===== config.mk =====
export PLATFORM = sky130hd
export DESIGN_NAME = overworld_controller
export DESIGN_NICKNAME = d
export VERILOG_FILES = /design/src/verilog/overworld_pkg.sv /design/src/verilog/overworld_controller.sv
export VERILOG_INCLUDE_DIRS = /design/src /design/src/verilog
export SDC_FILE = /design/constraint.sdc
export NUM_CORES = 1
export LEC_CHECK = 0
export BUFFER_PORTS_ARGS = -buffer_cell sky130_fd_sc_hd__buf_2
export CAP_MARGIN = 20
export CORE_MARGIN = 3
export CORE_UTILIZATION = 41
export DETAILED_ROUTE_END_ITERATION = 10
export PLACE_DENSITY = 0.79
export SLEW_MARGIN = 20
export SYNTH_ARGS = -nofsm -noshare
export SYNTH_HDL_FRONTEND = slang
export SYNTH_SLANG_ARGS = --single-unit

===== constraint.sdc =====
create_clock -name Clk -period 1.5 [get_ports Clk]
set_clock_uncertainty 0.2 [all_clocks]
set_input_delay 0.225 -clock Clk [delete_from_list [all_inputs] [get_ports Clk]]
set_output_delay 0.225 -clock Clk [all_outputs]
set_load 0.02 [all_outputs]

===== src/verilog/overworld_consts.svh =====
`ifndef OVERWORLD_CONSTS_SVH
`define OVERWORLD_CONSTS_SVH

// Visible screen in pixels
`define SCREEN_W 160
`define SCREEN_H 120

// 4x4 pixel cells
`define CELL_SHIFT 2
`define MAP_COLS 64
`define MAP_ROWS 48

// Camera limits keep the screen inside the 256x192 world
`define CAM_X_MAX 96
`define CAM_Y_MAX 72
`define SPAWN_X 40
`define SPAWN_Y 40

// Fixed player window on screen
`define CHAR_X 76
`define CHAR_Y 56
`define SPRITE_SIZE 8

// Sheet holds 12 frames side by side
`define SHEET_W 96

`define STEP_DIV 8
`define START_KEY 8'h2C
`define SPRITE_PAL_BASE 16

`endif

===== src/verilog/overworld_pkg.sv =====
`default_nettype none

package overworld_pkg;

	typedef logic [9:0] coord_t;
	typedef logic [11:0] mapAddr_t;
	typedef logic [9:0] spriteAddr_t;
	typedef logic [4:0] palIdx_t;
	typedef logic [3:0] colorIdx_t;

	// Blocking bits: up, left, down, right from MSB
	typedef logic [3:0] collide_t;

	typedef struct packed {
		logic [7:0] red;
		logic [7:0] green;
		logic [7:0] blue;
	} rgb_t;

	// Matches the keypad direction encoding
	typedef enum logic [1:0] {UP = 2'd0, RIGHT = 2'd1, DOWN = 2'd2, LEFT = 2'd3} direction_t;

	typedef enum logic {START, OVERWORLD} gameState_t;

	typedef enum logic [1:0] {REST1, M1, REST2, M2} walkFrame_t;

	typedef struct packed {
		coord_t drawX;
		coord_t drawY;
		logic visible;
	} drawPos_t;

	typedef struct packed {
		coord_t camX;
		coord_t camY;
	} camPos_t;

	typedef enum logic [1:0] {MAP, COLLIDE, SPRITE, PALETTE} memRegion_t;

	typedef struct packed {
		memRegion_t region;
		logic [11:0] addr;
		logic [23:0] data;
		logic we;
	} memLoad_t;

endpackage

`default_nettype wire


===== src/verilog/overworld_controller.sv =====
`timescale 1ns/1ps
`default_nettype none

`include "overworld_consts.svh"

module overworld_controller (
	input logic Clk,
	input logic rstN,
	input logic frameTick,
	input logic [7:0] keycode,
	input logic moving,
	input overworld_pkg::direction_t direction,
	output overworld_pkg::gameState_t gameState,
	output overworld_pkg::direction_t facing,
	output overworld_pkg::walkFrame_t frame,
	output logic stepReq,
	output logic spawn
);

	logic [$clog2(`STEP_DIV)-1:0] stepCount;

	function automatic overworld_pkg::walkFrame_t nextFrame(input overworld_pkg::walkFrame_t cur);
		overworld_pkg::walkFrame_t nxt;
		case (cur)
			overworld_pkg::REST1: nxt = overworld_pkg::M1;
			overworld_pkg::M1: nxt = overworld_pkg::REST2;
			overworld_pkg::REST2: nxt = overworld_pkg::M2;
			default: nxt = overworld_pkg::REST1;
		endcase
		return nxt;
	endfunction

	always_ff @(posedge Clk or negedge rstN) begin
		if (!rstN) begin
			gameState <= overworld_pkg::START;
			facing <= overworld_pkg::DOWN;
			frame <= overworld_pkg::REST1;
			stepCount <= '0;
			stepReq <= 1'b0;
			spawn <= 1'b0;
		end else begin
			// Strobes last one cycle
			stepReq <= 1'b0;
			spawn <= 1'b0;
			if (frameTick) begin
				case (gameState)
					overworld_pkg::START: begin
						if (keycode == `START_KEY) begin
							gameState <= overworld_pkg::OVERWORLD;
							facing <= overworld_pkg::DOWN;
							frame <= overworld_pkg::REST1;
							spawn <= 1'b1;
						end
					end
					overworld_pkg::OVERWORLD: begin
						if (!moving) begin
							frame <= overworld_pkg::REST1;
						end else if (direction != facing) begin
							// Turning in place costs one tick
							facing <= direction;
							frame <= overworld_pkg::REST1;
						end else begin
							stepReq <= 1'b1;
							if (stepCount == '0) begin
								frame <= nextFrame(frame);
							end
							// Counter keeps its phase across stops
							stepCount <= stepCount + 1'b1;
						end
					end
					default: gameState <= overworld_pkg::START;
				endcase
			end
		end
	end

	noStepInStart: assert property (@(posedge Clk) disable iff (!rstN)
		stepReq |-> (gameState == overworld_pkg::OVERWORLD))
		else $error("step request while on the start screen");

endmodule

`default_nettype wire


==> summary.md <==
| Metric | Value |
|---|---|
| Clk buf depth | `2` |
| Outcome | `finished, violations left` |
| TritonCTS Sinks | `10` |
| Largest net degree at the start of global routing | `11` |
| Starting DRT DRC Count | `11` |
| Unrepaired setup endpoints after global routing | `true` |
| Post-synth cell types | `24` |
| Max frequency | `between 0.6 and 0.7 GHz` |
| Crit end category | `flip-flop` |
| Total CTS buffers | `3` |
| Vias | `between 500 and 600` |
| Slew HR | `0.779` |
| Worst VDD drop | `0.772 mV` |
| Max FO, Critical Path | `4` |
| CTS H-Tree Depth | `1` |
| Wire per inst | `between 10 and 15 µm` |
| CP required | `around 1.5 ns` |
| Residual DRC | `0` |
| ANT cells | `0` |
| Final Hold Vio Count | `0` |
| Vias in the first global route | `about 530` |
| DIE WIDTH | `43.1 µm` |
| Mapped cell area | `~570 µm²` |
| Hpwl dp | `a little under 1000 µm` |
| RePlAce Congestion | `a little under 0.8` |
| GRT Util Overall | `0.151` |
| Placed inst area | `between 700 and 800 µm²` |
| Area delta synth->final | `50.2%` |
| CP startpoint kind | `flip-flop` |
| First-pass DRT Iterations | `4` |
| Setup slack, reg-to-reg | `-0.08 ns` |
| Proportion of layout cells with a drive suffix above 1 | `0.500` |
| Worst path max stage delay | `approximately 0.6 ns` |
| Mapped Cells | `53` |
| Hold worst-path end | `stepReq` |
| Core ar. | `1200 µm²` |
| CP arrival | `between 1.5 and 2 ns` |
| Power Total | `between 1 and 1.5 mW` |
| Total gr overflow | `0` |
| CTS root buffer | `clkbuf_4` |
| Register area share after synthesis | `0.445` |
| Worst slew pin tran | `around 0.33 ns` |
| R2R cell count | `4` |
| Maxcap violations | `0` |
| P_sw | `slightly below 0.4 mW` |
| FF-to-FF End | `facing[0]` |
| Crit Path Class | `reg2reg` |
| Worst Hold Class | `in2reg` |
| Placed Instances | `93` |
| Fin crit share | `1.05` |
| Nets@finish | `roughly 110` |
| DRT antenna net count | `0` |
| Hold depth | `3` |
| Most common cell after layout, fill and taps aside | `buf_2` |
| Row count | `12` |
| Pleak | `0.405 nW` |
| Clock Latency Late Sink | `between 0.2 and 0.3 ns` |
| Fin area | `~850 µm²` |
| Worst-path clk slew | `0.08 ns` |
| IO Pins | `21` |
| Violated checks | `setup timing` |
| Clock share of power | `0.230` |
| Initial Util | `0.471` |
| Non-filler cells, final | `100` |
| Int Pwr | `approximately 0.7 mW` |
| Sequential power share | `0.365` |
| RR Startpoint | `facing[1]` |
| Final wirelength | `roughly 1300 µm` |
| CTS tree | `yes` |
| Input/output buffers | `20` |
| Via density | `5.21` |
| Count of pins over their slew limit | `0` |
| Core Util, Final | `0.707` |
| Switching share of power | `0.356` |
| Final WS setup | `-0.0777 ns` |
| Die height | `~43 µm` |
| Power Density | `about 1300 nW/µm²` |
| Worst path cell trace | `xor2_4 > o21ai_2 > o2bb2ai_1 > a32o_1` |
| YS warnings | `0` |
| Leading cell types in the layout, fill and taps excluded | `buf_2, dfrtp_1, buf_4` |
| Combinational group share of total power | `0.405` |
| Initial antenna violation count | `0` |
| Syn nets | `between 70 and 80` |
| Max stage delay cell, worst path | `dfstp_2` |
| Min-delay src | `moving` |
| Per-instance average area after synthesis | `between 10 and 15 µm²` |
| Post-route minimum period | `1.58 ns` |
| Global-route wire length before repair | `2110 µm` |
| Filler cells | `83` |
| Final Setup Violations | `5` |
| Die area | `between 1500 and 2000 µm²` |
| #FFs+latches synth | `10` |
## power by group through the flow
stage / Clock, mW / Combinational (mW) / Sequential (mW)
final: 0.251 / 0.442 / 0.398
after global routing: 0.265 / 0.472 / 0.407
after CTS: 0.251 / 0.409 / 0.392
after detailed placement: 0 / 0.346 / 0.386
after global placement: 0 / 0.334 / 0.381
after floorplan: 0 / 0.158 / 0.430
## sequential cells by signal, summed over array words and instances, names as in the netlist
name,count
facing,2
frame,2
gameState,1
spawn,1
stepCount,3
stepReq,1
## area by class of cell
type | instances | area (µm²) | area share
multi-input combinational | 38 | 345 | 0.406
sequential | 10 | 251 | 0.296
clock buffer | 4 | 36.3 | 0.0427
timing repair buffer | 29 | 180 | 0.212
inverter | 5 | 18.8 | 0.0221
tap | 14 | 17.5 | 0.0206
## cell families after synthesis
group / after synthesis / share of synthesized area
AND/OR/NAND/NOR: 19 / 0.204
AO/OA/AOI/OAI: 11 / 0.168
flip-flops: 10 / 0.445
buffers and inverters: 5 / 0.0332
XOR/XNOR: 4 / 0.0620
adder cells (fa/ha/maj): 4 / 0.0885
## through the flow
step                      setup slack, ns  TNS (ns)  hold WS (ns)
after floorplan                   -0.0455   -0.0710        -0.271
after global placement             -0.117    -0.358        -0.103
after detailed placement           -0.136    -0.437        -0.100
after CTS                         -0.0236   -0.0864        0.0952
after global routing               -0.115    -0.418         0.121
final                             -0.0777    -0.157         0.106
## layer usage
layer	global-route usage	share of wire	wire, µm	vias up
met4	0.0783	0.0038	5	0
met2	0.268	0.53	708	19
met1	0.158	0.40	537	247
li1	-	-	-	253
met5	0	0	0	-
met3	0.0424	0.058	77	2
## Yosys cell counts, drive strengths merged
library cell,instances,area share
nand3,2,0.018
o31ai,2,0.051
nand2,6,0.040
o22ai,1,0.011
o2bb2ai,2,0.031
dfrtp,9,0.40
or2b,1,0.013
o21ai,3,0.027
o21a,1,0.013
a32o,2,0.035
ha,4,0.088
xor2,2,0.031
inv,5,0.033
nor4,1,0.011
nor3,2,0.027
nand2b,2,0.022
nand4bb,1,0.020
or3,1,0.020
dfstp,1,0.046
nor2,2,0.013
or3b,1,0.020
xnor2,2,0.031
## how the worst max path moves through the flow
stage / startpoint / end / slack [ns] / cells past startpoint
2_1_floorplan: facing[1] / facing[0] / -0.05 / 4
3_3_place_gp: keycode[1] / facing[0] / -0.12 / 4
3_5_place_dp: keycode[1] / facing[0] / -0.14 / 4
4_1_cts: stepCount[0] / frame[1] / -0.02 / 6
5_1_grt: facing[1] / facing[0] / -0.11 / 4
6_report: facing[1] / facing[0] / -0.08 / 4
## worst max-delay path: cells and delay by family, from the launching register on
family	cells	cell delay [ns]
flops	1	0.59
compound gates	3	0.40
xor+xnor	1	0.26
## repair_timing
action                                  in CTS  in global routing
hold endpoints to repair                    10                  0
setup buffers                                1                  1
resized for setup                            5                  4
pin swaps                                    0                  3
hold buffers                                 1                  0
endpoints found under the setup margin       5                  5
No activity file was read; power rests on OpenSTA's default activity.
