--- config.mk ---
export PLATFORM = sky130hd
export DESIGN_NAME = pixel_renderer
export DESIGN_NICKNAME = d
export VERILOG_FILES = /design/src/verilog/overworld_pkg.sv /design/src/verilog/pixel_renderer.sv
export VERILOG_INCLUDE_DIRS = /design/src /design/src/verilog
export SDC_FILE = /design/constraint.sdc
export NUM_CORES = 1
export LEC_CHECK = 0
export ABC_CLOCK_PERIOD_IN_PS = 5600
export BUFFER_PORTS_ARGS = -buffer_cell sky130_fd_sc_hd__buf_4
export CAP_MARGIN = 20
export CORE_MARGIN = 3
export CORE_UTILIZATION = 43
export DETAILED_ROUTE_END_ITERATION = 16
export PLACE_DENSITY = 0.82
export SETUP_SLACK_MARGIN = 0.5
export SLEW_MARGIN = 0
export SYNTH_ARGS = -nofsm -noshare
export SYNTH_HDL_FRONTEND = slang
export SYNTH_SLANG_ARGS = --single-unit
--- constraint.sdc ---
create_clock -name Clk -period 5.6 [get_ports Clk]
set_input_delay 0.84 -clock Clk [delete_from_list [all_inputs] [get_ports Clk]]
set_output_delay 0.84 -clock Clk [all_outputs]
set_load 0.02 [all_outputs]
--- src/verilog/overworld_consts.svh ---
`ifndef OVERWORLD_CONSTS_SVH
`define OVERWORLD_CONSTS_SVH

// Visible screen in pixels
`define SCREEN_W 160
`define SCREEN_H 120

// 4x4 pixel cells
`define CELL_SHIFT 2
`define MAP_COLS 64
`define MAP_ROWS 48

// Camera limits keep the screen inside the 256x192 world
`define CAM_X_MAX 96
`define CAM_Y_MAX 72
`define SPAWN_X 40
`define SPAWN_Y 40

// Fixed player window on screen
`define CHAR_X 76
`define CHAR_Y 56
`define SPRITE_SIZE 8

// Sheet holds 12 frames side by side
`define SHEET_W 96

`define STEP_DIV 8
`define START_KEY 8'h2C
`define SPRITE_PAL_BASE 16

`endif
--- src/verilog/overworld_pkg.sv ---
`default_nettype none

package overworld_pkg;

	typedef logic [9:0] coord_t;
	typedef logic [11:0] mapAddr_t;
	typedef logic [9:0] spriteAddr_t;
	typedef logic [4:0] palIdx_t;
	typedef logic [3:0] colorIdx_t;

	// Blocking bits: up, left, down, right from MSB
	typedef logic [3:0] collide_t;

	typedef struct packed {
		logic [7:0] red;
		logic [7:0] green;
		logic [7:0] blue;
	} rgb_t;

	// Matches the keypad direction encoding
	typedef enum logic [1:0] {UP = 2'd0, RIGHT = 2'd1, DOWN = 2'd2, LEFT = 2'd3} direction_t;

	typedef enum logic {START, OVERWORLD} gameState_t;

	typedef enum logic [1:0] {REST1, M1, REST2, M2} walkFrame_t;

	typedef struct packed {
		coord_t drawX;
		coord_t drawY;
		logic visible;
	} drawPos_t;

	typedef struct packed {
		coord_t camX;
		coord_t camY;
	} camPos_t;

	typedef enum logic [1:0] {MAP, COLLIDE, SPRITE, PALETTE} memRegion_t;

	typedef struct packed {
		memRegion_t region;
		logic [11:0] addr;
		logic [23:0] data;
		logic we;
	} memLoad_t;

endpackage

`default_nettype wire

--- src/verilog/pixel_renderer.sv ---
`timescale 1ns/1ps
`default_nettype none

`include "overworld_consts.svh"

module pixel_renderer (
	input logic Clk,
	input logic rstN,
	input overworld_pkg::drawPos_t pixel,
	input overworld_pkg::camPos_t cam,
	input overworld_pkg::gameState_t gameState,
	input overworld_pkg::direction_t facing,
	input overworld_pkg::walkFrame_t frame,
	output overworld_pkg::mapAddr_t mapAddr,
	input overworld_pkg::colorIdx_t mapIdx,
	output overworld_pkg::spriteAddr_t spriteAddr,
	input overworld_pkg::colorIdx_t spriteIdx,
	output overworld_pkg::palIdx_t palAddr,
	input overworld_pkg::rgb_t palColor,
	output overworld_pkg::rgb_t rgb
);

	overworld_pkg::coord_t worldX;
	overworld_pkg::coord_t worldY;
	overworld_pkg::coord_t spriteRow;
	overworld_pkg::coord_t spriteCol;
	logic [3:0] dirBase;
	logic [1:0] poseOffs;
	logic [3:0] frameCol;
	logic inWindow;
	logic show;
	logic inWindowQ;
	logic showQ;
	logic showQ2;

	assign worldX = cam.camX + pixel.drawX;
	assign worldY = cam.camY + pixel.drawY;
	assign mapAddr = overworld_pkg::mapAddr_t'(worldY >> `CELL_SHIFT)
		* overworld_pkg::mapAddr_t'(`MAP_COLS)
		+ overworld_pkg::mapAddr_t'(worldX >> `CELL_SHIFT);

	assign inWindow = pixel.drawX >= overworld_pkg::coord_t'(`CHAR_X)
		&& pixel.drawX < overworld_pkg::coord_t'(`CHAR_X + `SPRITE_SIZE)
		&& pixel.drawY >= overworld_pkg::coord_t'(`CHAR_Y)
		&& pixel.drawY < overworld_pkg::coord_t'(`CHAR_Y + `SPRITE_SIZE);
	assign show = pixel.visible && (gameState == overworld_pkg::OVERWORLD);

	// Sheet columns come in groups of three per direction
	always_comb begin
		case (facing)
			overworld_pkg::DOWN: dirBase = 4'd0;
			overworld_pkg::LEFT: dirBase = 4'd3;
			overworld_pkg::UP: dirBase = 4'd6;
			default: dirBase = 4'd9;
		endcase
		case (frame)
			overworld_pkg::M1: poseOffs = 2'd0;
			overworld_pkg::M2: poseOffs = 2'd2;
			default: poseOffs = 2'd1;
		endcase
	end

	assign frameCol = dirBase + 4'(poseOffs);
	assign spriteRow = pixel.drawY - overworld_pkg::coord_t'(`CHAR_Y);
	assign spriteCol = pixel.drawX - overworld_pkg::coord_t'(`CHAR_X);
	assign spriteAddr = inWindow
		? overworld_pkg::spriteAddr_t'(spriteRow) * overworld_pkg::spriteAddr_t'(`SHEET_W)
			+ overworld_pkg::spriteAddr_t'(frameCol) * overworld_pkg::spriteAddr_t'(`SPRITE_SIZE)
			+ overworld_pkg::spriteAddr_t'(spriteCol)
		: '0;

	always_ff @(posedge Clk or negedge rstN) begin
		if (!rstN) begin
			inWindowQ <= 1'b0;
			showQ <= 1'b0;
			showQ2 <= 1'b0;
		end else begin
			inWindowQ <= inWindow;
			showQ <= show;
			showQ2 <= showQ;
		end
	end

	// Index 0 in the sheet is transparent
	assign palAddr = (inWindowQ && spriteIdx != '0)
		? overworld_pkg::palIdx_t'(`SPRITE_PAL_BASE) + overworld_pkg::palIdx_t'(spriteIdx)
		: overworld_pkg::palIdx_t'(mapIdx);

	assign rgb = showQ2 ? palColor : '0;

endmodule

`default_nettype wire

==> impl_metrics.json, run 1 <==
{
  "design_area_um2": 3010,
  "dieArea_um2": 5350,
  "path_cells": "buf_4 -> ha_1 -> or2_2 -> ha_1 -> inv_1 -> fa_1 -> ha_1 -> inv_1 -> ha_1 -> ha_1 -> fa_2 -> a21o_1 -> a21oi_2 -> xor2_1 -> nor2_1 -> buf_4",
  "crit_path_max_incr_delay_ns": 0.40,
  "ir_worst_vdd_uv": 135,
  "synthFlopType": "dfrtp_1",
  "instances_no_fill": 426,
  "yosysTopAreaCell": "ha_1",
  "leakage_nw": 1.65,
  "rows": 23,
  "powerDensity_nw_per_um2": 173,
  "grtUsageTotal_pct": 21.2,
  "place_area_um2": 2940,
  "drive_above_1_share_pct": 39.4,
  "hold_ws_ns": 0.337,
  "fin_crit_ns": 4.91,
  "critical_path_class": "in -> out",
  "worst_path_max_delay_cell": "fa_1",
  "cp.depth": 16,
  "fillers": 355,
  "seq_area_frac_synth_pct": 3.87,
  "dpl.hpwl_mm": 5.33,
  "hold_depth": 0,
  "synth_top_cells_by_area": "ha_1 (26%), and2_1 (9.7%), xnor2_1 (6.8%)",
  "cts_resized": 0,
  "finalSetupViolCount": 0,
  "grt_max_degree": 25,
  "path_common_cell": "ha_1",
  "slew_headroom_pct": 48.9,
  "synth_cells": 249,
  "yosys_register_bits": 3,
  "first_global_vias": 1984,
  "syn_area_per_cell_um2": 7.78,
  "fmax_mhz": 204,
  "vias": 2152,
  "netlist.area_leader.share_pct": 26.5,
  "max_cap_violations": 0,
  "slew_viol_final": 0,
  "core-area_um2": 4170,
  "worst_pin_slew_ns": 0.756,
  "cts-root-buf": "clkbuf_8",
  "clk_path_buf_depth": 2,
  "die_h_um": 73.1,
  "crit_family": "adder cells",
  "reg2reg_depth": 0,
  "synthesis.area_um2": 1940,
  "post-route-period-util_pct": 87.7,
  "worstHoldPathType": "reg -> reg",
  "cp_max_fo": 3,
  "postCtsHoldBufs": 0,
  "start_kind": "input pin",
  "postCtsSetupBuffers": 0,
  "drt_iter0_drc": 70,
  "port_buffers": 128,
  "numCtsBuffers": 3,
  "syn_to_final_growth_pct": 55.5,
  "syn_nets": 376,
  "hold_violations": 0,
  "synth_cell_types": 49,
  "routedWlPerCell_um": 13.9,
  "synth-edff-count": 0,
  "setup_tns_ns": 0,
  "async_reset_ff_share_pct": 100,
  "drtPass1Iterations": 4,
  "ys.warnings.count": 0,
  "drtAntennaViolNets": 0,
  "place_congestion": 0.845,
  "finClkSkew_ns": 0.00229,
  "numClockSinks": 3,
  "rsz0062_at_grt": "false",
  "initial_core_util_pct": 46.4,
  "routed_via_density": 5.05,
  "grt_pass1_wl_mm": 9.12,
  "cts_tree": "built",
  "gr-total-overflow": 0,
  "wl_mm": 5.90,
  "antenna_found_initial": 0,
  "outcome": "completed",
  "critPathArrivalTime_ns": 4.07,
  "dp_cells": 422,
  "antennaDiodeCount": 0,
  "rrSetupSlack_ns": 5.15,
  "clk_pin_slew_ns": 0.03,
  "die_x_um": 73.1,
  "worst-path-buf-inv": 4,
  "endpoint_kind": "primary output",
  "clock_latency_ns": 0.22,
  "final_nets": 504,
  "remaining_drc_errors": 0,
  "cts.htree.levels": 1,
  "critPathRequiredTime_ns": 4.76,
  "io_pins": 131
}
-- cells in the final DEF, fill, tap and decap left out, types with 3 or more instances in the layout --
master,count
buf_4,128
and2_1,30
a21o_1,6
fa_1,5
a21oi_1,9
nand2_1,17
nand3_1,4
o21ai_0,5
dfrtp_1,3
xnor2_1,15
nand4_1,5
xor2_1,10
inv_1,32
ha_1,39
nor3_1,5
a21oi_2,3
clkbuf_8,3
nor2_1,13
-- logic make-up (layout without fill, tap and decap cells) --
group,after synthesis,in the layout,share of synthesized area [%]
DFF,3,3,3.87
xor gates and xnor gates,27,27,13.3
adders and majority gates,47,47,32.7
buffers and inverters,39,166,7.75
and+or+nand+nor,88,88,24.9
AOI/OAI and AO/OA,45,45,17.6
-- layout make-up --
cell class,count,area (um^2),area share (%)
Timing Repair Buffer,128,961,31.9
Tap cell,50,62.6,2.08
Sequential cell,3,75.1,2.49
Inverter,34,128,4.23
Multi-Input combinational cell,207,1740,57.8
Clock buffer,4,45.0,1.49
-- power by group --
part           internal, mW  switching [mW]
Sequential           0.0226         0.00168
Clock                0.0485          0.0140
Combinational         0.210           0.225
-- sequential cells by signal, summed over array words and instances, names as in the netlist --
register   flops
showQ2         1
showQ          1
inWindowQ      1
-- cell usage after synthesis (all sizes together), types with 2 or more instances --
cell and count:
nor4 2, and2 30, a211oi 3, nor2 13, xnor2 16, nor4b 2, or2 2, nor3 5
clkbuf 2, nand3 4, dfrtp 3, inv 34, xor2 10, ha 41, nor3b 2, a22o 2
a21o 6, nand4 5, buf 3, nand2 17, o21ai 7, o21a 2, a21oi 12, a31oi 2
a22oi 2, fa 6
-- worst paths after layout --
kind,endpoint,from
max,spriteAddr[8],facing[0]
min,showQ2$_DFF_PN0_,showQ$_DFF_PN0_
max reg2reg,showQ2$_DFF_PN0_,showQ$_DFF_PN0_
min reg2reg,showQ2$_DFF_PN0_,showQ$_DFF_PN0_
max in group asynchronous,inWindowQ$_DFF_PN0_,rstN
min in group asynchronous,showQ2$_DFF_PN0_,rstN
-- metrics by stage --
stage | power [mW] | setup slack (ns) | utilization (%)
4_1_cts | 0.514 | 0.526 | 71.5
3_3_place_gp | 0.438 | 0.643 | 70.4
3_5_place_dp | 0.449 | 0.524 | 70.4
5_1_grt | 0.579 | 0.499 | 72.2
2_1_floorplan | 0.302 | 0.871 | -
6_report | 0.522 | 0.689 | 72.2
-- metal layers --
layer / vias to the layer above / GRT usage (%) / share of wire [%] / routed length, um
met5: - / 0 / 0 / 0
met4: 0 / 1.84 / 0 / 0
met3: 0 / 3.99 / 9.0 / 532
met2: 79 / 41.0 / 54 / 3200
met1: 966 / 24.5 / 37 / 2170
li1: 1107 / - / - / -
No activity file was read; power rests on OpenSTA's default activity.
==> run 2, diff against run 1 <==
Settings changed: ABC_AREA set to 1, CORE_UTILIZATION 43 to 44.
==> impl_metrics.json, run 2 <==
{
  "final_cell_mix": "buf_4 (128), nand2_1 (108), inv_1 (90)",
  "swShare_pct": 48.9,
  "dieArea_um2": 5610,
  "max_cap_violations": 0,
  "post-route-period-util_pct": 86.9,
  "crit_path_max_incr_delay_ns": 0.50,
  "power_frac_seq_pct": 5.0,
  "design_area_um2": 3160,
  "synth_cells": 352,
  "postCtsSetupBuffers": 0,
  "drtAntennaViolNets": 0,
  "die_h_um": 74.9,
  "start_kind": "input pin",
  "worst_path_max_delay_cell": "fa_1",
  "clock_latency_ns": 0.22,
  "rows": 24,
  "yosysMostFrequentCell": "nand2_1",
  "wl_mm": 6.00,
  "gr-total-overflow": 0,
  "dpl.hpwl_mm": 5.49,
  "cp_max_fo": 2,
  "seq_area_frac_synth_pct": 3.59,
  "grt_max_degree": 25,
  "combinationalPowerShare_pct": 82.0,
  "critPathRequiredTime_ns": 4.76,
  "netlist.area_leader.share_pct": 24.5,
  "fillers": 414,
  "io_pins": 131,
  "drtPass1Iterations": 4,
  "rsz0062_at_grt": "false",
  "slew_viol_final": 0,
  "port_buffers": 128,
  "topRoutingLayerUsed": "met4",
  "cts_resized": 0,
  "syn_area_per_cell_um2": 5.94,
  "routed_via_density": 4.76,
  "synthTopCellsByCount": "nand2_1 (108), inv_1 (90), ha_1 (41)",
  "slew_headroom_pct": 57.2,
  "outcome": "completed",
  "p_int_mw": 0.252,
  "clockPowerShare_pct": 12.9,
  "layout_commonest_cell": "buf_4",
  "postCtsHoldBufs": 0,
  "synthFlopType": "dfrtp_1",
  "path_cells": "buf_4 -> inv_1 -> ha_1 -> or2_2 -> ha_1 -> inv_1 -> fa_1 -> xor2_1 -> ha_1 -> fa_1 -> inv_1 -> fa_1 -> a21o_1 -> a21oi_2 -> nand2_1 -> nand2_1 -> nor2_1 -> buf_4",
  "critPathArrivalTime_ns": 4.03,
  "synth_top_cells_by_area": "ha_1 (25%), nand2_1 (19%), inv_1 (16%)",
  "critical_path_class": "in -> out",
  "cts-root-buf": "clkbuf_8",
  "yosys_register_bits": 3,
  "place_congestion": 0.820,
  "cts.htree.levels": 1,
  "clk_path_buf_depth": 2,
  "p_sw_mw": 0.241,
  "fin_crit_ns": 4.87,
  "vias": 2540,
  "worstHoldPathType": "reg -> reg",
  "ir_worst_vdd_uv": 88.0,
  "endpoint_kind": "primary output",
  "async_reset_ff_share_pct": 100,
  "ys.warnings.count": 0,
  "synthesis.area_um2": 2090,
  "drive_above_1_share_pct": 30.3,
  "finClkSkew_ns": 0.00556,
  "synth-edff-count": 0,
  "wl_met3_um": 488,
  "report.power.total_mw": 0.493,
  "finalSetupViolCount": 0,
  "antennaDiodeCount": 0,
  "setup_tns_ns": 0,
  "core-area_um2": 4470,
  "synth_cell_types": 27,
  "hold_violations": 0,
  "first_global_vias": 2308,
  "grtUsageTotal_pct": 21.1,
  "leakage_nw": 2.10,
  "grt_pass1_wl_mm": 9.45,
  "powerDensity_nw_per_um2": 156,
  "numClockSinks": 3,
  "routedWlPerCell_um": 11.2,
  "final_nets": 610,
  "yosysTopAreaCell": "ha_1",
  "numCtsBuffers": 3,
  "place_area_um2": 3110,
  "syn_nets": 479,
  "antenna_found_initial": 0,
  "remaining_drc_errors": 0,
  "met2_length_mm": 3.14,
  "top_regs": "inWindowQ (1), showQ (1), showQ2 (1)",
  "crit_family": "adder cells",
  "fmax_mhz": 205,
  "initial_core_util_pct": 46.7,
  "syn_to_final_growth_pct": 51.0,
  "drt_iter0_drc": 45,
  "cts_tree": "built",
  "m1WireLength_mm": 2.33,
  "clk_pin_slew_ns": 0.03,
  "worst_pin_slew_ns": 0.643,
  "worst-path-buf-inv": 5,
  "die_x_um": 74.9
}
==> run 2: power by group through the flow <==
stage                     clock network (mW)  logic [mW]  registers, mW
after floorplan                            0       0.261         0.0233
after global placement                     0       0.393         0.0250
after detailed placement                   0       0.403         0.0250
after CTS                             0.0654       0.404         0.0248
after global routing                  0.0674       0.458         0.0249
final                                 0.0638       0.405         0.0248
==> run 2: metrics by stage <==
step                setup WS (ns)  hold WS, ns  util, %  instances
global placement            0.756        0.343     69.5        530
floorplan                   0.915        0.331        -        352
finish                      0.731        0.358     70.6        534
CTS                         0.694        0.363     70.5        534
detailed placement          0.695        0.336     69.5        530
global route                0.546        0.367     70.6        534
==> run 2: cell families after synthesis <==
kind of cell,after synthesis,synth area share [%]
compound gates,27,8.80
flops,3,3.59
buf+inv,96,17.2
fa+ha+maj,47,30.3
simple gates,159,31.7
xor+xnor,20,8.38
==> run 2: final cells by class <==
cell class / count / area, um^2 / share of cell area [%]
Multi-Input combinational cell: 253 / 1660 / 52.5
Timing Repair Buffer: 128 / 961 / 30.4
Inverter: 94 / 353 / 11.2
Sequential cell: 3 / 75.1 / 2.38
Tap cell: 52 / 65.1 / 2.06
Clock buffer: 4 / 45.0 / 1.43
==> run 2: layer usage <==
metal / global-route usage (%) / up-vias
li1: - / 1330
met1: 22.8 / 1121
met2: 42.2 / 85
met3: 3.47 / 4
met4: 4.35 / 0
met5: 0 / -
==> run 2: worst paths after layout <==
| kind | slack, ns | endpoint | startpoint | cells past startpoint |
|---|---|---|---|---|
| worst max-delay path | 0.73 | spriteAddr[8] | facing[1] | 18 |
| worst min-delay path | 0.36 | showQ2$_DFF_PN0_ | showQ$_DFF_PN0_ | 0 |
| worst max register to register | 5.13 | showQ2$_DFF_PN0_ | showQ$_DFF_PN0_ | 0 |
| worst min register to register | 0.36 | showQ2$_DFF_PN0_ | showQ$_DFF_PN0_ | 0 |
| max in group asynchronous | 5.09 | showQ2$_DFF_PN0_ | rstN | 1 |
| min in group asynchronous | 0.41 | inWindowQ$_DFF_PN0_ | rstN | 1 |
