File: src/verilog/overworld_consts.svh
`ifndef OVERWORLD_CONSTS_SVH
`define OVERWORLD_CONSTS_SVH

// Visible screen in pixels
`define SCREEN_W 160
`define SCREEN_H 120

// 4x4 pixel cells
`define CELL_SHIFT 2
`define MAP_COLS 64
`define MAP_ROWS 48

// Camera limits keep the screen inside the 256x192 world
`define CAM_X_MAX 96
`define CAM_Y_MAX 72
`define SPAWN_X 40
`define SPAWN_Y 40

// Fixed player window on screen
`define CHAR_X 76
`define CHAR_Y 56
`define SPRITE_SIZE 8

// Sheet holds 12 frames side by side
`define SHEET_W 96

`define STEP_DIV 8
`define START_KEY 8'h2C
`define SPRITE_PAL_BASE 16

`endif
File: src/verilog/overworld_pkg.sv
`default_nettype none

package overworld_pkg;

	typedef logic [9:0] coord_t;
	typedef logic [11:0] mapAddr_t;
	typedef logic [9:0] spriteAddr_t;
	typedef logic [4:0] palIdx_t;
	typedef logic [3:0] colorIdx_t;

	// Blocking bits: up, left, down, right from MSB
	typedef logic [3:0] collide_t;

	typedef struct packed {
		logic [7:0] red;
		logic [7:0] green;
		logic [7:0] blue;
	} rgb_t;

	// Matches the keypad direction encoding
	typedef enum logic [1:0] {UP = 2'd0, RIGHT = 2'd1, DOWN = 2'd2, LEFT = 2'd3} direction_t;

	typedef enum logic {START, OVERWORLD} gameState_t;

	typedef enum logic [1:0] {REST1, M1, REST2, M2} walkFrame_t;

	typedef struct packed {
		coord_t drawX;
		coord_t drawY;
		logic visible;
	} drawPos_t;

	typedef struct packed {
		coord_t camX;
		coord_t camY;
	} camPos_t;

	typedef enum logic [1:0] {MAP, COLLIDE, SPRITE, PALETTE} memRegion_t;

	typedef struct packed {
		memRegion_t region;
		logic [11:0] addr;
		logic [23:0] data;
		logic we;
	} memLoad_t;

endpackage

`default_nettype wire

File: src/verilog/camera_mover.sv
`timescale 1ns/1ps
`default_nettype none

`include "overworld_consts.svh"

module camera_mover (
	input logic Clk,
	input logic rstN,
	input logic stepReq,
	input logic spawn,
	input overworld_pkg::direction_t facing,
	output overworld_pkg::mapAddr_t collideAddr,
	input overworld_pkg::collide_t collide,
	output overworld_pkg::camPos_t cam
);

	overworld_pkg::coord_t charWorldX;
	overworld_pkg::coord_t charWorldY;

	// Top-left world pixel under the sprite
	assign charWorldX = cam.camX + overworld_pkg::coord_t'(`CHAR_X);
	assign charWorldY = cam.camY + overworld_pkg::coord_t'(`CHAR_Y);

	always_ff @(posedge Clk) begin
		collideAddr <= overworld_pkg::mapAddr_t'(charWorldY >> `CELL_SHIFT)
			* overworld_pkg::mapAddr_t'(`MAP_COLS)
			+ overworld_pkg::mapAddr_t'(charWorldX >> `CELL_SHIFT);
	end

	always_ff @(posedge Clk or negedge rstN) begin
		if (!rstN) begin
			cam <= '0;
		end else if (spawn) begin
			cam.camX <= overworld_pkg::coord_t'(`SPAWN_X);
			cam.camY <= overworld_pkg::coord_t'(`SPAWN_Y);
		end else if (stepReq) begin
			case (facing)
				overworld_pkg::UP:
					if (!collide[3] && cam.camY != '0) cam.camY <= cam.camY - 1'b1;
				overworld_pkg::LEFT:
					if (!collide[2] && cam.camX != '0) cam.camX <= cam.camX - 1'b1;
				overworld_pkg::DOWN:
					if (!collide[1] && cam.camY < overworld_pkg::coord_t'(`CAM_Y_MAX)) begin
						cam.camY <= cam.camY + 1'b1;
					end
				default:
					if (!collide[0] && cam.camX < overworld_pkg::coord_t'(`CAM_X_MAX)) begin
						cam.camX <= cam.camX + 1'b1;
					end
			endcase
		end
	end

	// Renderer relies on the screen never leaving the world
	camInBounds: assert property (@(posedge Clk) disable iff (!rstN)
		cam.camX <= overworld_pkg::coord_t'(`CAM_X_MAX)
		&& cam.camY <= overworld_pkg::coord_t'(`CAM_Y_MAX))
		else $error("camera out of bounds at %0d,%0d", cam.camX, cam.camY);

endmodule

`default_nettype wire

File: config.mk
export PLATFORM = sky130hd
export DESIGN_NAME = camera_mover
export DESIGN_NICKNAME = d
export VERILOG_FILES = /design/src/verilog/overworld_pkg.sv /design/src/verilog/camera_mover.sv
export VERILOG_INCLUDE_DIRS = /design/src /design/src/verilog
export SDC_FILE = /design/constraint.sdc
export NUM_CORES = 1
export LEC_CHECK = 0
export BUFFER_PORTS_ARGS = -buffer_cell sky130_fd_sc_hd__buf_2
export CAP_MARGIN = 20
export CORE_MARGIN = 1
export CORE_UTILIZATION = 40
export CTS_CLUSTER_SIZE = 24
export DETAILED_ROUTE_END_ITERATION = 6
export PLACE_DENSITY = 0.67
export SLEW_MARGIN = 30
export SYNTH_ARGS = -nofsm -noshare
export SYNTH_HDL_FRONTEND = slang
export SYNTH_SLANG_ARGS = --single-unit
export TNS_END_PERCENT = 5
File: constraint.sdc
create_clock -name Clk -period 2.8 [get_ports Clk]
set_input_delay 0.84 -clock Clk [delete_from_list [all_inputs] [get_ports Clk]]
set_output_delay 0.84 -clock Clk [all_outputs]
set_load 0.02 [all_outputs]
==> results of run 1 <==
power breakdown:
| part | switching, mW | internal (mW) | leakage [nW] |
|---|---|---|---|
| registers | 0.0301 | 0.484 | 0.355 |
| logic | 0.177 | 0.146 | 0.865 |
| clock network | 0.180 | 0.264 | 0.0552 |
| total | 0.387 | 0.894 | 1.28 |
worst max-delay path: cells and delay by family:
| family | cells | cell delay, ns |
|---|---|---|
| muxes | 2 | 0.50 |
| adders and majority gates | 1 | 0.34 |
| and+or+nand+nor | 1 | 0.34 |
| AOI/OAI and AO/OA | 3 | 0.73 |
| buffers and inverters | 1 | 0.11 |
metrics by stage:
step	power, mW	std cells	util	instance area [um2]
global route	1.35	372	0.522	2740
detailed placement	0.844	364	0.501	2620
global placement	0.841	364	0.501	2620
CTS	1.28	372	0.521	2730
finish	1.28	372	0.522	2740
floorplan	0.736	244	-	2230
sequential cells by signal, summed over array words and instances (netlist names):
register and count:
cam 20, collideAddr 12
kinds of logic (layout without fill, tap and decap cells):
group,Yosys count,in the layout
mux,7,7
buf+inv,23,81
flops,32,32
xor+xnor,20,20
fa+ha+maj,17,17
simple gates,79,79
compound gates,66,66
worst paths after layout:
check	from	end	slack (ns)	cells past startpoint
setup / recovery	facing[0]	cam[9]	0.11	8
hold / removal	rstN	cam[14]	0.52	1
setup reg to reg	cam[12]	collideAddr[11]	0.33	10
hold reg to reg	cam[7]	collideAddr[11]	0.57	1
max in group asynchronous	rstN	cam[7]	1.93	1
min in group Clk	cam[7]	collideAddr[11]	0.57	1
cells in the mapped netlist (3+ instances only):
| library cell | number | share of area |
|---|---|---|
| sky130_fd_sc_hd__nand2_1 | 12 | 0.020 |
| sky130_fd_sc_hd__nor2_1 | 24 | 0.040 |
| sky130_fd_sc_hd__dfxtp_1 | 12 | 0.11 |
| sky130_fd_sc_hd__xor2_1 | 5 | 0.020 |
| sky130_fd_sc_hd__dfrtp_1 | 20 | 0.22 |
| sky130_fd_sc_hd__nor2b_1 | 4 | 0.011 |
| sky130_fd_sc_hd__nor3_1 | 9 | 0.020 |
| sky130_fd_sc_hd__mux2i_1 | 4 | 0.018 |
| sky130_fd_sc_hd__ha_1 | 15 | 0.084 |
| sky130_fd_sc_hd__a211oi_1 | 6 | 0.020 |
| sky130_fd_sc_hd__a31oi_1 | 3 | 0.0084 |
| sky130_fd_sc_hd__o21bai_1 | 4 | 0.013 |
| sky130_fd_sc_hd__nand4_1 | 5 | 0.014 |
| sky130_fd_sc_hd__inv_1 | 10 | 0.017 |
| sky130_fd_sc_hd__buf_4 | 3 | 0.010 |
| sky130_fd_sc_hd__xnor2_1 | 15 | 0.059 |
| sky130_fd_sc_hd__a21o_1 | 6 | 0.020 |
| sky130_fd_sc_hd__o31ai_1 | 4 | 0.013 |
| sky130_fd_sc_hd__a21oi_1 | 15 | 0.034 |
| sky130_fd_sc_hd__clkbuf_1 | 4 | 0.0067 |
| sky130_fd_sc_hd__nand3_1 | 7 | 0.016 |
| sky130_fd_sc_hd__buf_2 | 5 | 0.011 |
| sky130_fd_sc_hd__o21ai_0 | 9 | 0.020 |
final cells by class:
cell class	count	area (um2)	area share
inverter	10	37.5	0.0137
clock buffer	6	72.6	0.0265
clock inverter	2	35.0	0.0128
multi-input combinational	189	1390	0.509
tap	70	87.6	0.0320
sequential	32	741	0.271
timing repair buffer	63	370	0.135
layer usage:
layer | vias to the layer above | track usage
met5 | - | 0
met4 | 0 | 0.0654
met3 | 7 | 0.0476
met2 | 53 | 0.280
met1 | 922 | 0.258
li1 | 993 | -
==> results by stage, run 1 <==
CTS:
- In this run, post-CTS hold repair placed 0 buffers.
- The maximum buffer depth of the clock tree is 2.
- Clock tree synthesis inserted a total of 5 buffers.
- The cell sitting at the root of the clock tree is a sky130_fd_sc_hd__clkbuf_8.
- The post-CTS setup repair buffer count is 0.
- The number of resized instances in the post-cts repair step is 0.
- The clock tree from TritonCTS is built.
- At the later pin of the worst-skew pair, clock insertion delay measures 0.29 ns.
- Clock-pin slew was measured on the worst setup and hold paths at 0.07 ns.
- For this design, the sink count on the clock tree is 32.
- The H-tree depth is 2.

Global routing:
- Entering global routing, the biggest net connects 26 pins.
- The total routing usage reported by global routing is 0.187.
- After global routing the overflow that remains totals 0.
- The number of antenna violations at the first check in global routing is 0.
- The number of global-route vias before repair is 1845.
- The first global-routing pass estimated 8.88 mm of wire.

Finish:
- The count of fill cells added during filler insertion is 489.
- The share of final-layout standard cells stronger than drive strength 1 is 0.281.
- Leaving out fill and tap cells, the most frequent cell in the layout is sky130_fd_sc_hd__buf_2.
- The number of antenna diodes in the final layout is 0.
- The library cells used most frequently in the layout, excluding fill and tap cells, are sky130_fd_sc_hd__buf_2, sky130_fd_sc_hd__nor2_1, sky130_fd_sc_hd__buf_4.
- The area growth from synthesis to layout is 22.5%.
- The layout net count is 328.

Pwr:
- The power per unit of standard cell area is 468 nW/um2.
- The worst-case vdd ir drop is 0.000249 V.
- The leakage power figure is 1.28 nW.

Synthesis:
- The prevailing post-synth register cell is sky130_fd_sc_hd__dfrtp_1.
- The cell area that synthesis handed to floorplanning was 2230 um2.
- The flip-flop and latch count after synthesis is 32.
- The fraction of the yosys area taken by sequential cells is 0.332.
- The cell count after synthesis is 244.
- The post-synthesis compound-gate area fraction is 0.217.
- The synthesized net count is 271.
- Yosys printed 0 warnings.
- The adder-cell share of the synthesized area is 0.102.
- The number of different library cells used by synthesis comes to 55.
- The area fraction in and, or, nand and nor cells after synthesis is 0.191.
- The mux cell area share after synthesis is 0.0331.
- By area, the combinational part of the netlist is dominated by compound AO/OA/AOI/OAI gates.
- The xor/xnor share of the synthesized area is 0.0785.
- The fraction of synthesis flops using an asynchronous set or reset pin is 0.625.
- Averaged over all synthesized cells, the footprint is 9.15 um2.
- The number of synthesized flops with an enable pin is 0.

Timing:
- Across all setup checks in the final design, the least slack found is 0.106 ns.
- The clock period could shrink to 2.69 ns.
- Across the routed clock network, the largest skew measured is 0.00546 ns.
- The count of final max-slew check failures is 0.
- The total of endpoints with negative setup slack in the final report is 0.
- Setup repair after global routing left no endpoint under its margin.
- The worst hold slack across all endpoints is 0.517 ns.
- The number of endpoints with negative hold slack in the final report is 0.
- The fmax is 371 MHz.
- The relative slew slack is 0.632.
- The final-layout setup total negative slack is 0 ns.
- For the pin with the worst max-slew slack, the measured transition is 0.548 ns.
- In the finished design, the share of the clock period the worst path needs comes to 0.962.

Die:
- The floorplan step defined a core boundary enclosing 5240 um2.
- The die covers 5880 um2.
- For this configuration, the core starts out at a cell density of 0.426.
- The number of I/O pins is 42.
- The y dimension of the die is 76.7 um.
- The floorplan has 26 rows.
- The die width is 76.7 um.

Detailed routing:
- The average vias per placed instance is 5.31.
- The count of TritonRoute iterations in the first routing pass is 4.
- The post-route antenna net violation count is 0.
- The detailed router placed 1975 vias in this run.
- After detailed routing, the average wire length per cell comes to 13.8 um.
- The starting DRC count in detailed routing is 124.
- Wires add up to 5.12 mm.
- The wire length on met3 is 275 um.
- After detailed routing, the wire length on met1 is 2.47 mm.
- After detailed routing, the number of remaining DRC violations is 0.
- The highest routed metal layer is met4.
- Summed over all nets, wire length on met2 after detailed routing comes to 2.31 mm.

Setup path:
- The delay of the slowest critical-path stage is 0.34 ns.
- The endpoint type of the worst setup path is a register.
- The arrival time of the worst setup path is 2.86 ns.
- The worst setup path is launched from an input port.
- The critical path in this run is classified as in2reg.
- The maximum net fanout on the critical path is 7.
- Among all stages on the critical path, the largest delay is contributed by sky130_fd_sc_hd__or2b_1.
- Walking the worst path, the cells encountered are buf_2 > or2b_1 > ha_1 > a211oi_1 > o21ai_0 > a41o_1 > mux2i_1 > mux2_1.
- Data on the critical path is required at its endpoint by 2.97 ns.

Placement:
- The worst setup slack before clock tree synthesis is -0.169 ns.
- Buffers placed on the I/O ports in this run total 41.
- The detailed-placement wirelength estimate is 3.86 mm.
- The final weighted congestion in routability-driven placement is 0.857.

Min path:
- The path class of the tightest hold or removal check is in2async.

Flow run:
- The max capacitance violation total is 0.

Status:
- The run finished with clean final reports.
Power figures use the tool's default switching activity.
==> run 2: changes to the inputs <==
Settings changed: CTS_CLUSTER_DIAMETER set to 50, SETUP_SLACK_MARGIN set to 0.5.
==> results by stage, run 2 (synthesis results as in run 1) <==
Pwr:
- The worst-case vdd ir drop is 0.000257 V (+3.1%).
- The final total power is 1.23 mW (-4.3%).
- The power per unit of standard cell area was 441 nW/um2 (-5.9%).
- The leakage power figure is 1.24 nW (-2.7%).

Setup path:
- The worst setup path is captured at a register.
- The required time at the endpoint of the critical path came to 2.97 ns (about the same).
- The type of the setup path with the least slack is in2reg.
- Broken down by cell family, the worst path's largest delay share belongs to compound AO/OA/AOI/OAI gates.
- The critical path goes through buf_8 > or2b_4 > ha_4 > a211oi_4 > o21ai_2 > a41o_1 > mux2i_1 > mux2_1.
- The logic depth of the worst register-to-register path is 10 (unchanged).
- The element type at the critical path start is an input port.
- The arrival time of the worst setup path came to 2.55 ns (-0.31 ns).
- The slowest library cell on the worst path is sky130_fd_sc_hd__mux2_1.
- The launching point of the worst reg2reg path is cam[13].
- The minimum setup slack among reg-to-reg paths was 0.50 ns (+0.17 ns).
- The delay of the slowest critical-path stage came to 0.33 ns (about the same).
- The maximum net fanout on the critical path came to 6 (-1).
- The combined buffer and inverter count along the critical path is 1 (unchanged).
- The worst flop-to-flop path endpoint is collideAddr[11].

Global routing:
- The number of global-route vias before repair is 1814 (-1.7%).
- The wire length of the first global-routing pass came to 8.97 mm (+1.0%).
- The total grt overflow is 0 (unchanged).
- The number of antenna violations at the first check in global routing is 0 (unchanged).
- The total routing usage reported by global routing is 0.193 (+0.00646).
- The largest net degree at the start of global routing was 26 (unchanged).

Timing:
- The transition at the pin with the smallest max-transition slack is 0.585 ns (+0.0372 ns).
- The final-layout setup total negative slack is 0 ns (unchanged).
- The total of endpoints with negative setup slack in the final report is 0 (unchanged).
- The count of final max-slew check failures came to 0 (unchanged).
- The fmax is 420 MHz (+13%).
- The final period demand of the worst path was 2.38 ns (-0.313 ns).
- The number of endpoints with negative hold slack in the final report is 0 (unchanged).
- The relative slew slack is 0.607 (-0.0250).
- The setup skew after layout is 0.00942 ns (+0.00396 ns).
- Setup repair after global routing could not meet its margin everywhere.
- The period utilization was 0.850 (-0.112).

Detailed routing:
- The starting DRC count in detailed routing was 109 (-12%).
- The count of unresolved DRC violations after routing is 0 (unchanged).
- The total vias in the final route came to 1947 (-1.4%).
- The average vias per placed instance is 5.35 (+0.75%).
- The post-route antenna net violation count is 0 (unchanged).
- The average wire per cell in the routed design was 14.5 um (+5.5%).
- The routed wire length is 5.29 mm (+3.3%).
- The count of TritonRoute iterations in the first routing pass is 4 (unchanged).

CTS:
- The H-tree depth is 2 (unchanged).
- The clock network latency to the later pin of the worst-skew pair is 0.29 ns (about the same).
- The clock net sink count came to 32 (unchanged).
- The total clock buffers created by CTS is 5 (unchanged).
- The maximum buffer depth of the clock tree came to 2 (unchanged).
- The clock slew seen by the registers of the worst setup and hold paths is 0.07 ns (about the same).
- The tree is rooted in a sky130_fd_sc_hd__clkbuf_8.
- The hold buffer count at CTS is 0 (unchanged).
- The clock tree from TritonCTS is built.

Die:
- The number of I/O pins was 42 (unchanged).
- The die footprint came to 5880 um2 (unchanged).
- The area of the core is 5240 um2 (unchanged).
- The number of cell rows is 26 (unchanged).
- The die width is 76.7 um (unchanged).
- The effective utilization at floorplan is 0.426 (unchanged).
- The y dimension of the die is 76.7 um (unchanged).

Flow run:
- The max capacitance violation total was 0 (unchanged).

Finish:
- In the final layout, the registers with the most flip-flops are cam x20, collideAddr x12.
- The number of diodes added for antenna fixing came to 0 (unchanged).
- The layout net count is 320 (-2.4%).
- The flip-flop count of the largest register, all copies and words added is 20 (unchanged).
- The top cell types in the final layout, fill and taps aside, are sky130_fd_sc_hd__buf_2, sky130_fd_sc_hd__nor2_1, sky130_fd_sc_hd__dfrtp_1.
- The area overhead of the layout relative to synthesis is 24.7%.
- The most common cell after layout, fill and taps aside is sky130_fd_sc_hd__buf_2.
- The register with the most flip-flops in the final layout is cam.
- The share of final-layout standard cells stronger than drive strength 1 was 0.310 (+0.0281).

Min path:
- The classification of the worst-slack hold path is in2async.

Placement:
- The detailed-placement wirelength estimate came to 3.84 mm (-0.60%).
- The final weighted congestion in routability-driven placement was 0.915 (+6.8%).
- The number of buffers added on ports came to 41 (unchanged).

Status:
- The flow ran to the end, and the final reports show no timing, DRC or antenna violations.
[run 2: worst max path at each step]
stage / startpoint / end / slack [ns] / cells past startpoint
6_report: facing[0] / cam[9] / 0.42 / 8
5_1_grt: facing[0] / cam[9] / 0.34 / 8
4_1_cts: facing[0] / cam[9] / 0.44 / 8
3_5_place_dp: facing[1] / cam[9] / 0.02 / 8
3_3_place_gp: facing[1] / cam[9] / 0.06 / 8
2_1_floorplan: facing[1] / cam[9] / 0.26 / 7
[run 2: final cells by class]
class                           count  area, um2
Clock buffer                        8       90.1
Fill cell                         495       2450
Inverter                           10       37.5
Multi-Input combinational cell    190       1500
Sequential cell                    32        743
Tap cell                           70       87.6
Timing Repair Buffer               54        323
[run 2: per-stage QoR]
step / hold WS [ns] / instance area (um2) / cells / utilization / setup slack (ns)
4_1_cts: 0.525 / 2780 / 364 / 0.530 / 0.445
2_1_floorplan: 0.544 / 2320 / 244 / - / 0.256
5_1_grt: 0.544 / 2780 / 364 / 0.531 / 0.342
3_3_place_gp: 0.554 / 2600 / 350 / 0.496 / 0.0583
3_5_place_dp: 0.583 / 2600 / 350 / 0.496 / 0.0233
6_report: 0.505 / 2780 / 364 / 0.531 / 0.419
[run 2: where the power goes]
group	switching, mW	internal [mW]
Clock	0.170	0.200
Combinational	0.185	0.154
Sequential	0.0331	0.484
[run 2: repair_timing]
item / 4_1_cts / 5_1_grt
pin swaps: 6 / 0
gates resized for setup: 12 / 2
setup endpoints to repair: 7 / 12
buffers inserted: 5 / 0
cloned: 1 / 0
[run 2: worst reg2reg max path: stages, from the launching register on]
cell and delay [ns]:
sky130_fd_sc_hd__dfrtp_2 0.46, sky130_fd_sc_hd__or2_1 0.28, sky130_fd_sc_hd__a31oi_2 0.24, sky130_fd_sc_hd__nor2_1 0.09, sky130_fd_sc_hd__xor2_1 0.19, sky130_fd_sc_hd__ha_1 0.27
sky130_fd_sc_hd__a21oi_2 0.17, sky130_fd_sc_hd__nor3_1 0.07, sky130_fd_sc_hd__o21ai_0 0.16, sky130_fd_sc_hd__nand3_1 0.11, sky130_fd_sc_hd__xor2_1 0.15
[run 2: routing by layer]
| layer | vias to the layer above | GRT usage | share of wire | routed length [um] |
|---|---|---|---|---|
| met5 | - | 0 | 0 | 0 |
| met2 | 50 | 0.281 | 0.44 | 2320 |
| met1 | 910 | 0.273 | 0.50 | 2630 |
| met4 | 0 | 0.0808 | 0.019 | 102 |
| li1 | 979 | - | - | - |
| met3 | 8 | 0.0440 | 0.045 | 239 |
==> run 3: changes to the inputs <==
Settings changed: CTS_BUF_LIST set to sky130_fd_sc_hd__clkbuf_8.
==> results by stage, run 3 (synthesis results as in run 1) <==
Setup path:
- The element type at the critical path start is an input port.
- The maximum net fanout on the critical path is 6 (unchanged).
- The type of the setup path with the least slack is in2reg.
- The arrival time of the worst setup path is 2.55 ns (about the same).
- The required time at the endpoint of the critical path was 2.97 ns (about the same).
- The endpoint type of the worst setup path is a register.

Pwr:
- The leakage power figure was 1.25 nW (+0.67%).
- The cell internal power dissipation came to 0.831 mW (-0.88%).
- The power per unit of standard cell area came to 438 nW/um2 (-0.62%).
- The total net switching power was 0.387 mW (about the same).
- The final total power is 1.22 mW (-0.62%).
- The worst-case vdd ir drop was 0.000256 V (-0.28%).
- The register share of total power is 0.425 (+0.003).
- The share of power burned in combinational logic is 0.278 (+0.002).
- The switching portion of total power is 0.318 (+0.00174).
- The portion of total power attributed to the clock network is 0.298 (-0.004).

Timing:
- The total of endpoints with negative setup slack in the final report came to 0 (unchanged).
- The period utilization is 0.850 (about the same).
- Setup repair after global routing could not meet its margin everywhere.
- The relative slew slack was 0.606 (-0.00117).
- The setup skew after layout is 0.00887 ns (-0.000554 ns).
- The count of final max-slew check failures is 0 (unchanged).
- The final period demand of the worst path was 2.38 ns (-0.00109 ns).
- The fmax is 420 MHz (about the same).
- The number of endpoints with negative hold slack in the final report was 0 (unchanged).
- The transition at the pin with the smallest max-transition slack is 0.587 ns (+0.00175 ns).
- The final-layout setup total negative slack is 0 ns (unchanged).

Min path:
- The classification of the worst-slack hold path is in2async.

Die:
- The die width is 76.7 um (unchanged).
- The die footprint is 5880 um2 (unchanged).
- The number of cell rows is 26 (unchanged).
- The number of I/O pins is 42 (unchanged).
- The effective utilization at floorplan is 0.426 (unchanged).
- The area of the core is 5240 um2 (unchanged).
- The y dimension of the die came to 76.7 um (unchanged).

Finish:
- The most common cell after layout, fill and taps aside is sky130_fd_sc_hd__buf_2.
- The share of final-layout standard cells stronger than drive strength 1 is 0.310 (unchanged).
- Leaving out fill and tap cells, the most frequent cells in the layout are sky130_fd_sc_hd__buf_2, sky130_fd_sc_hd__nor2_1, sky130_fd_sc_hd__dfrtp_1.
- The flip-flop count of the largest register, all copies and words added is 20 (unchanged).
- The core utilization of the finished layout is 0.531 (unchanged).
- The layout net count came to 320 (unchanged).
- The number of diodes added for antenna fixing is 0 (unchanged).
- The register containing the most flip-flops in the final layout is cam.
- The area overhead of the layout relative to synthesis is 24.7% (unchanged).
- In the final layout, the registers with the most flip-flops are cam x20, collideAddr x12.

Detailed routing:
- The total vias in the final route is 1950 (+0.15%).
- The count of TritonRoute iterations in the first routing pass is 4 (unchanged).
- The average wire per cell in the routed design is 14.5 um (about the same).
- The routed wire length was 5.29 mm (about the same).
- The count of unresolved DRC violations after routing is 0 (unchanged).
- The post-route antenna net violation count is 0 (unchanged).
- The starting DRC count in detailed routing is 112 (+2.8%).
- The average vias per placed instance is 5.36 (+0.15%).

CTS:
- The clock network latency to the later pin of the worst-skew pair is 0.29 ns (about the same).
- The clock net sink count is 32 (unchanged).
- The hold buffer count at CTS is 0 (unchanged).
- The clock slew seen by the registers of the worst setup and hold paths is 0.07 ns (about the same).
- The total clock buffers created by CTS is 5 (unchanged).
- TritonCTS built the clock tree.
- The clock root buffer is sky130_fd_sc_hd__clkbuf_8.
- The H-tree depth is 2 (unchanged).
- The maximum buffer depth of the clock tree is 2 (unchanged).

Global routing:
- The wire length of the first global-routing pass was 8.97 mm (unchanged).
- The number of antenna violations at the first check in global routing was 0 (unchanged).
- The largest net degree at the start of global routing is 26 (unchanged).
- The number of global-route vias before repair is 1814 (unchanged).
- The total routing usage reported by global routing came to 0.193 (unchanged).
- The total grt overflow is 0 (unchanged).

Placement:
- The final weighted congestion in routability-driven placement is 0.915 (unchanged).
- The number of buffers added on ports is 41 (unchanged).
- The detailed-placement wirelength estimate is 3.84 mm (unchanged).

Flow run:
- The max capacitance violation total was 0 (unchanged).

Status:
- The flow ran to the end, and the final reports show no timing, DRC or antenna violations.
==> run 3: changes by cell type in the layout (fill, tap and decap cells not counted) <==
cell / delta
sky130_fd_sc_hd__clkbuf_1: -2
sky130_fd_sc_hd__inv_1: +2
==> run 3: layout make-up <==
class / instances / area [um2]
fill: 495 / 2450
multi-input combinational: 190 / 1500
sequential: 32 / 743
timing repair buffer: 54 / 323
tap: 70 / 87.6
clock buffer: 6 / 82.6
inverter: 10 / 37.5
clock inverter: 2 / 7.51
==> run 3: path summary, 6_finish.rpt <==
| kind | startpoint | to | slack, ns | cells after the start |
|---|---|---|---|---|
| worst max-delay path | facing[0] | cam[9] | 0.42 | 8 |
| worst min-delay path | rstN | cam[7] | 0.50 | 1 |
| worst max register to register | cam[13] | collideAddr[11] | 0.50 | 10 |
| worst min register to register | cam[12] | collideAddr[0] | 0.55 | 1 |
| max in group asynchronous | rstN | cam[13] | 1.94 | 1 |
| min in group Clk | cam[12] | collideAddr[0] | 0.55 | 1 |
==> run 3: metrics by stage <==
step / hold slack (ns) / worst slack (ns) / area, um2 / instances
after global placement: 0.554 / 0.0583 / 2600 / 350
after floorplan: 0.544 / 0.256 / 2320 / 244
final: 0.504 / 0.420 / 2780 / 364
after CTS: 0.525 / 0.445 / 2780 / 364
after detailed placement: 0.583 / 0.0233 / 2600 / 350
after global routing: 0.543 / 0.342 / 2780 / 364
==> run 3: power by group through the flow <==
stage          clock network (mW)  registers (mW)  logic, mW
5_1_grt                     0.397           0.523      0.371
6_report                    0.363           0.517      0.339
2_1_floorplan                   0           0.547      0.209
3_5_place_dp                    0           0.527      0.320
4_1_cts                     0.371           0.518      0.337
3_3_place_gp                    0           0.527      0.314
==> run 3: layer usage <==
layer | global-route usage | share of wire
met5 | 0 | 0
met4 | 0.0808 | 0.019
met3 | 0.0440 | 0.053
met2 | 0.281 | 0.44
met1 | 0.273 | 0.49
==> run 3: critical path, stage by stage <==
cell and delay [ns]:
sky130_fd_sc_hd__buf_8 0.11, sky130_fd_sc_hd__or2b_4 0.32, sky130_fd_sc_hd__ha_4 0.24, sky130_fd_sc_hd__a211oi_4 0.24, sky130_fd_sc_hd__o21ai_2 0.10, sky130_fd_sc_hd__a41o_1 0.19, sky130_fd_sc_hd__mux2i_1 0.17, sky130_fd_sc_hd__mux2_1 0.33
==> run 3: repair_timing <==
item,CTS,global route
setup buffers,5,0
pin swaps,6,0
setup endpoints to repair,7,12
resized for setup,12,2
gates cloned,1,0
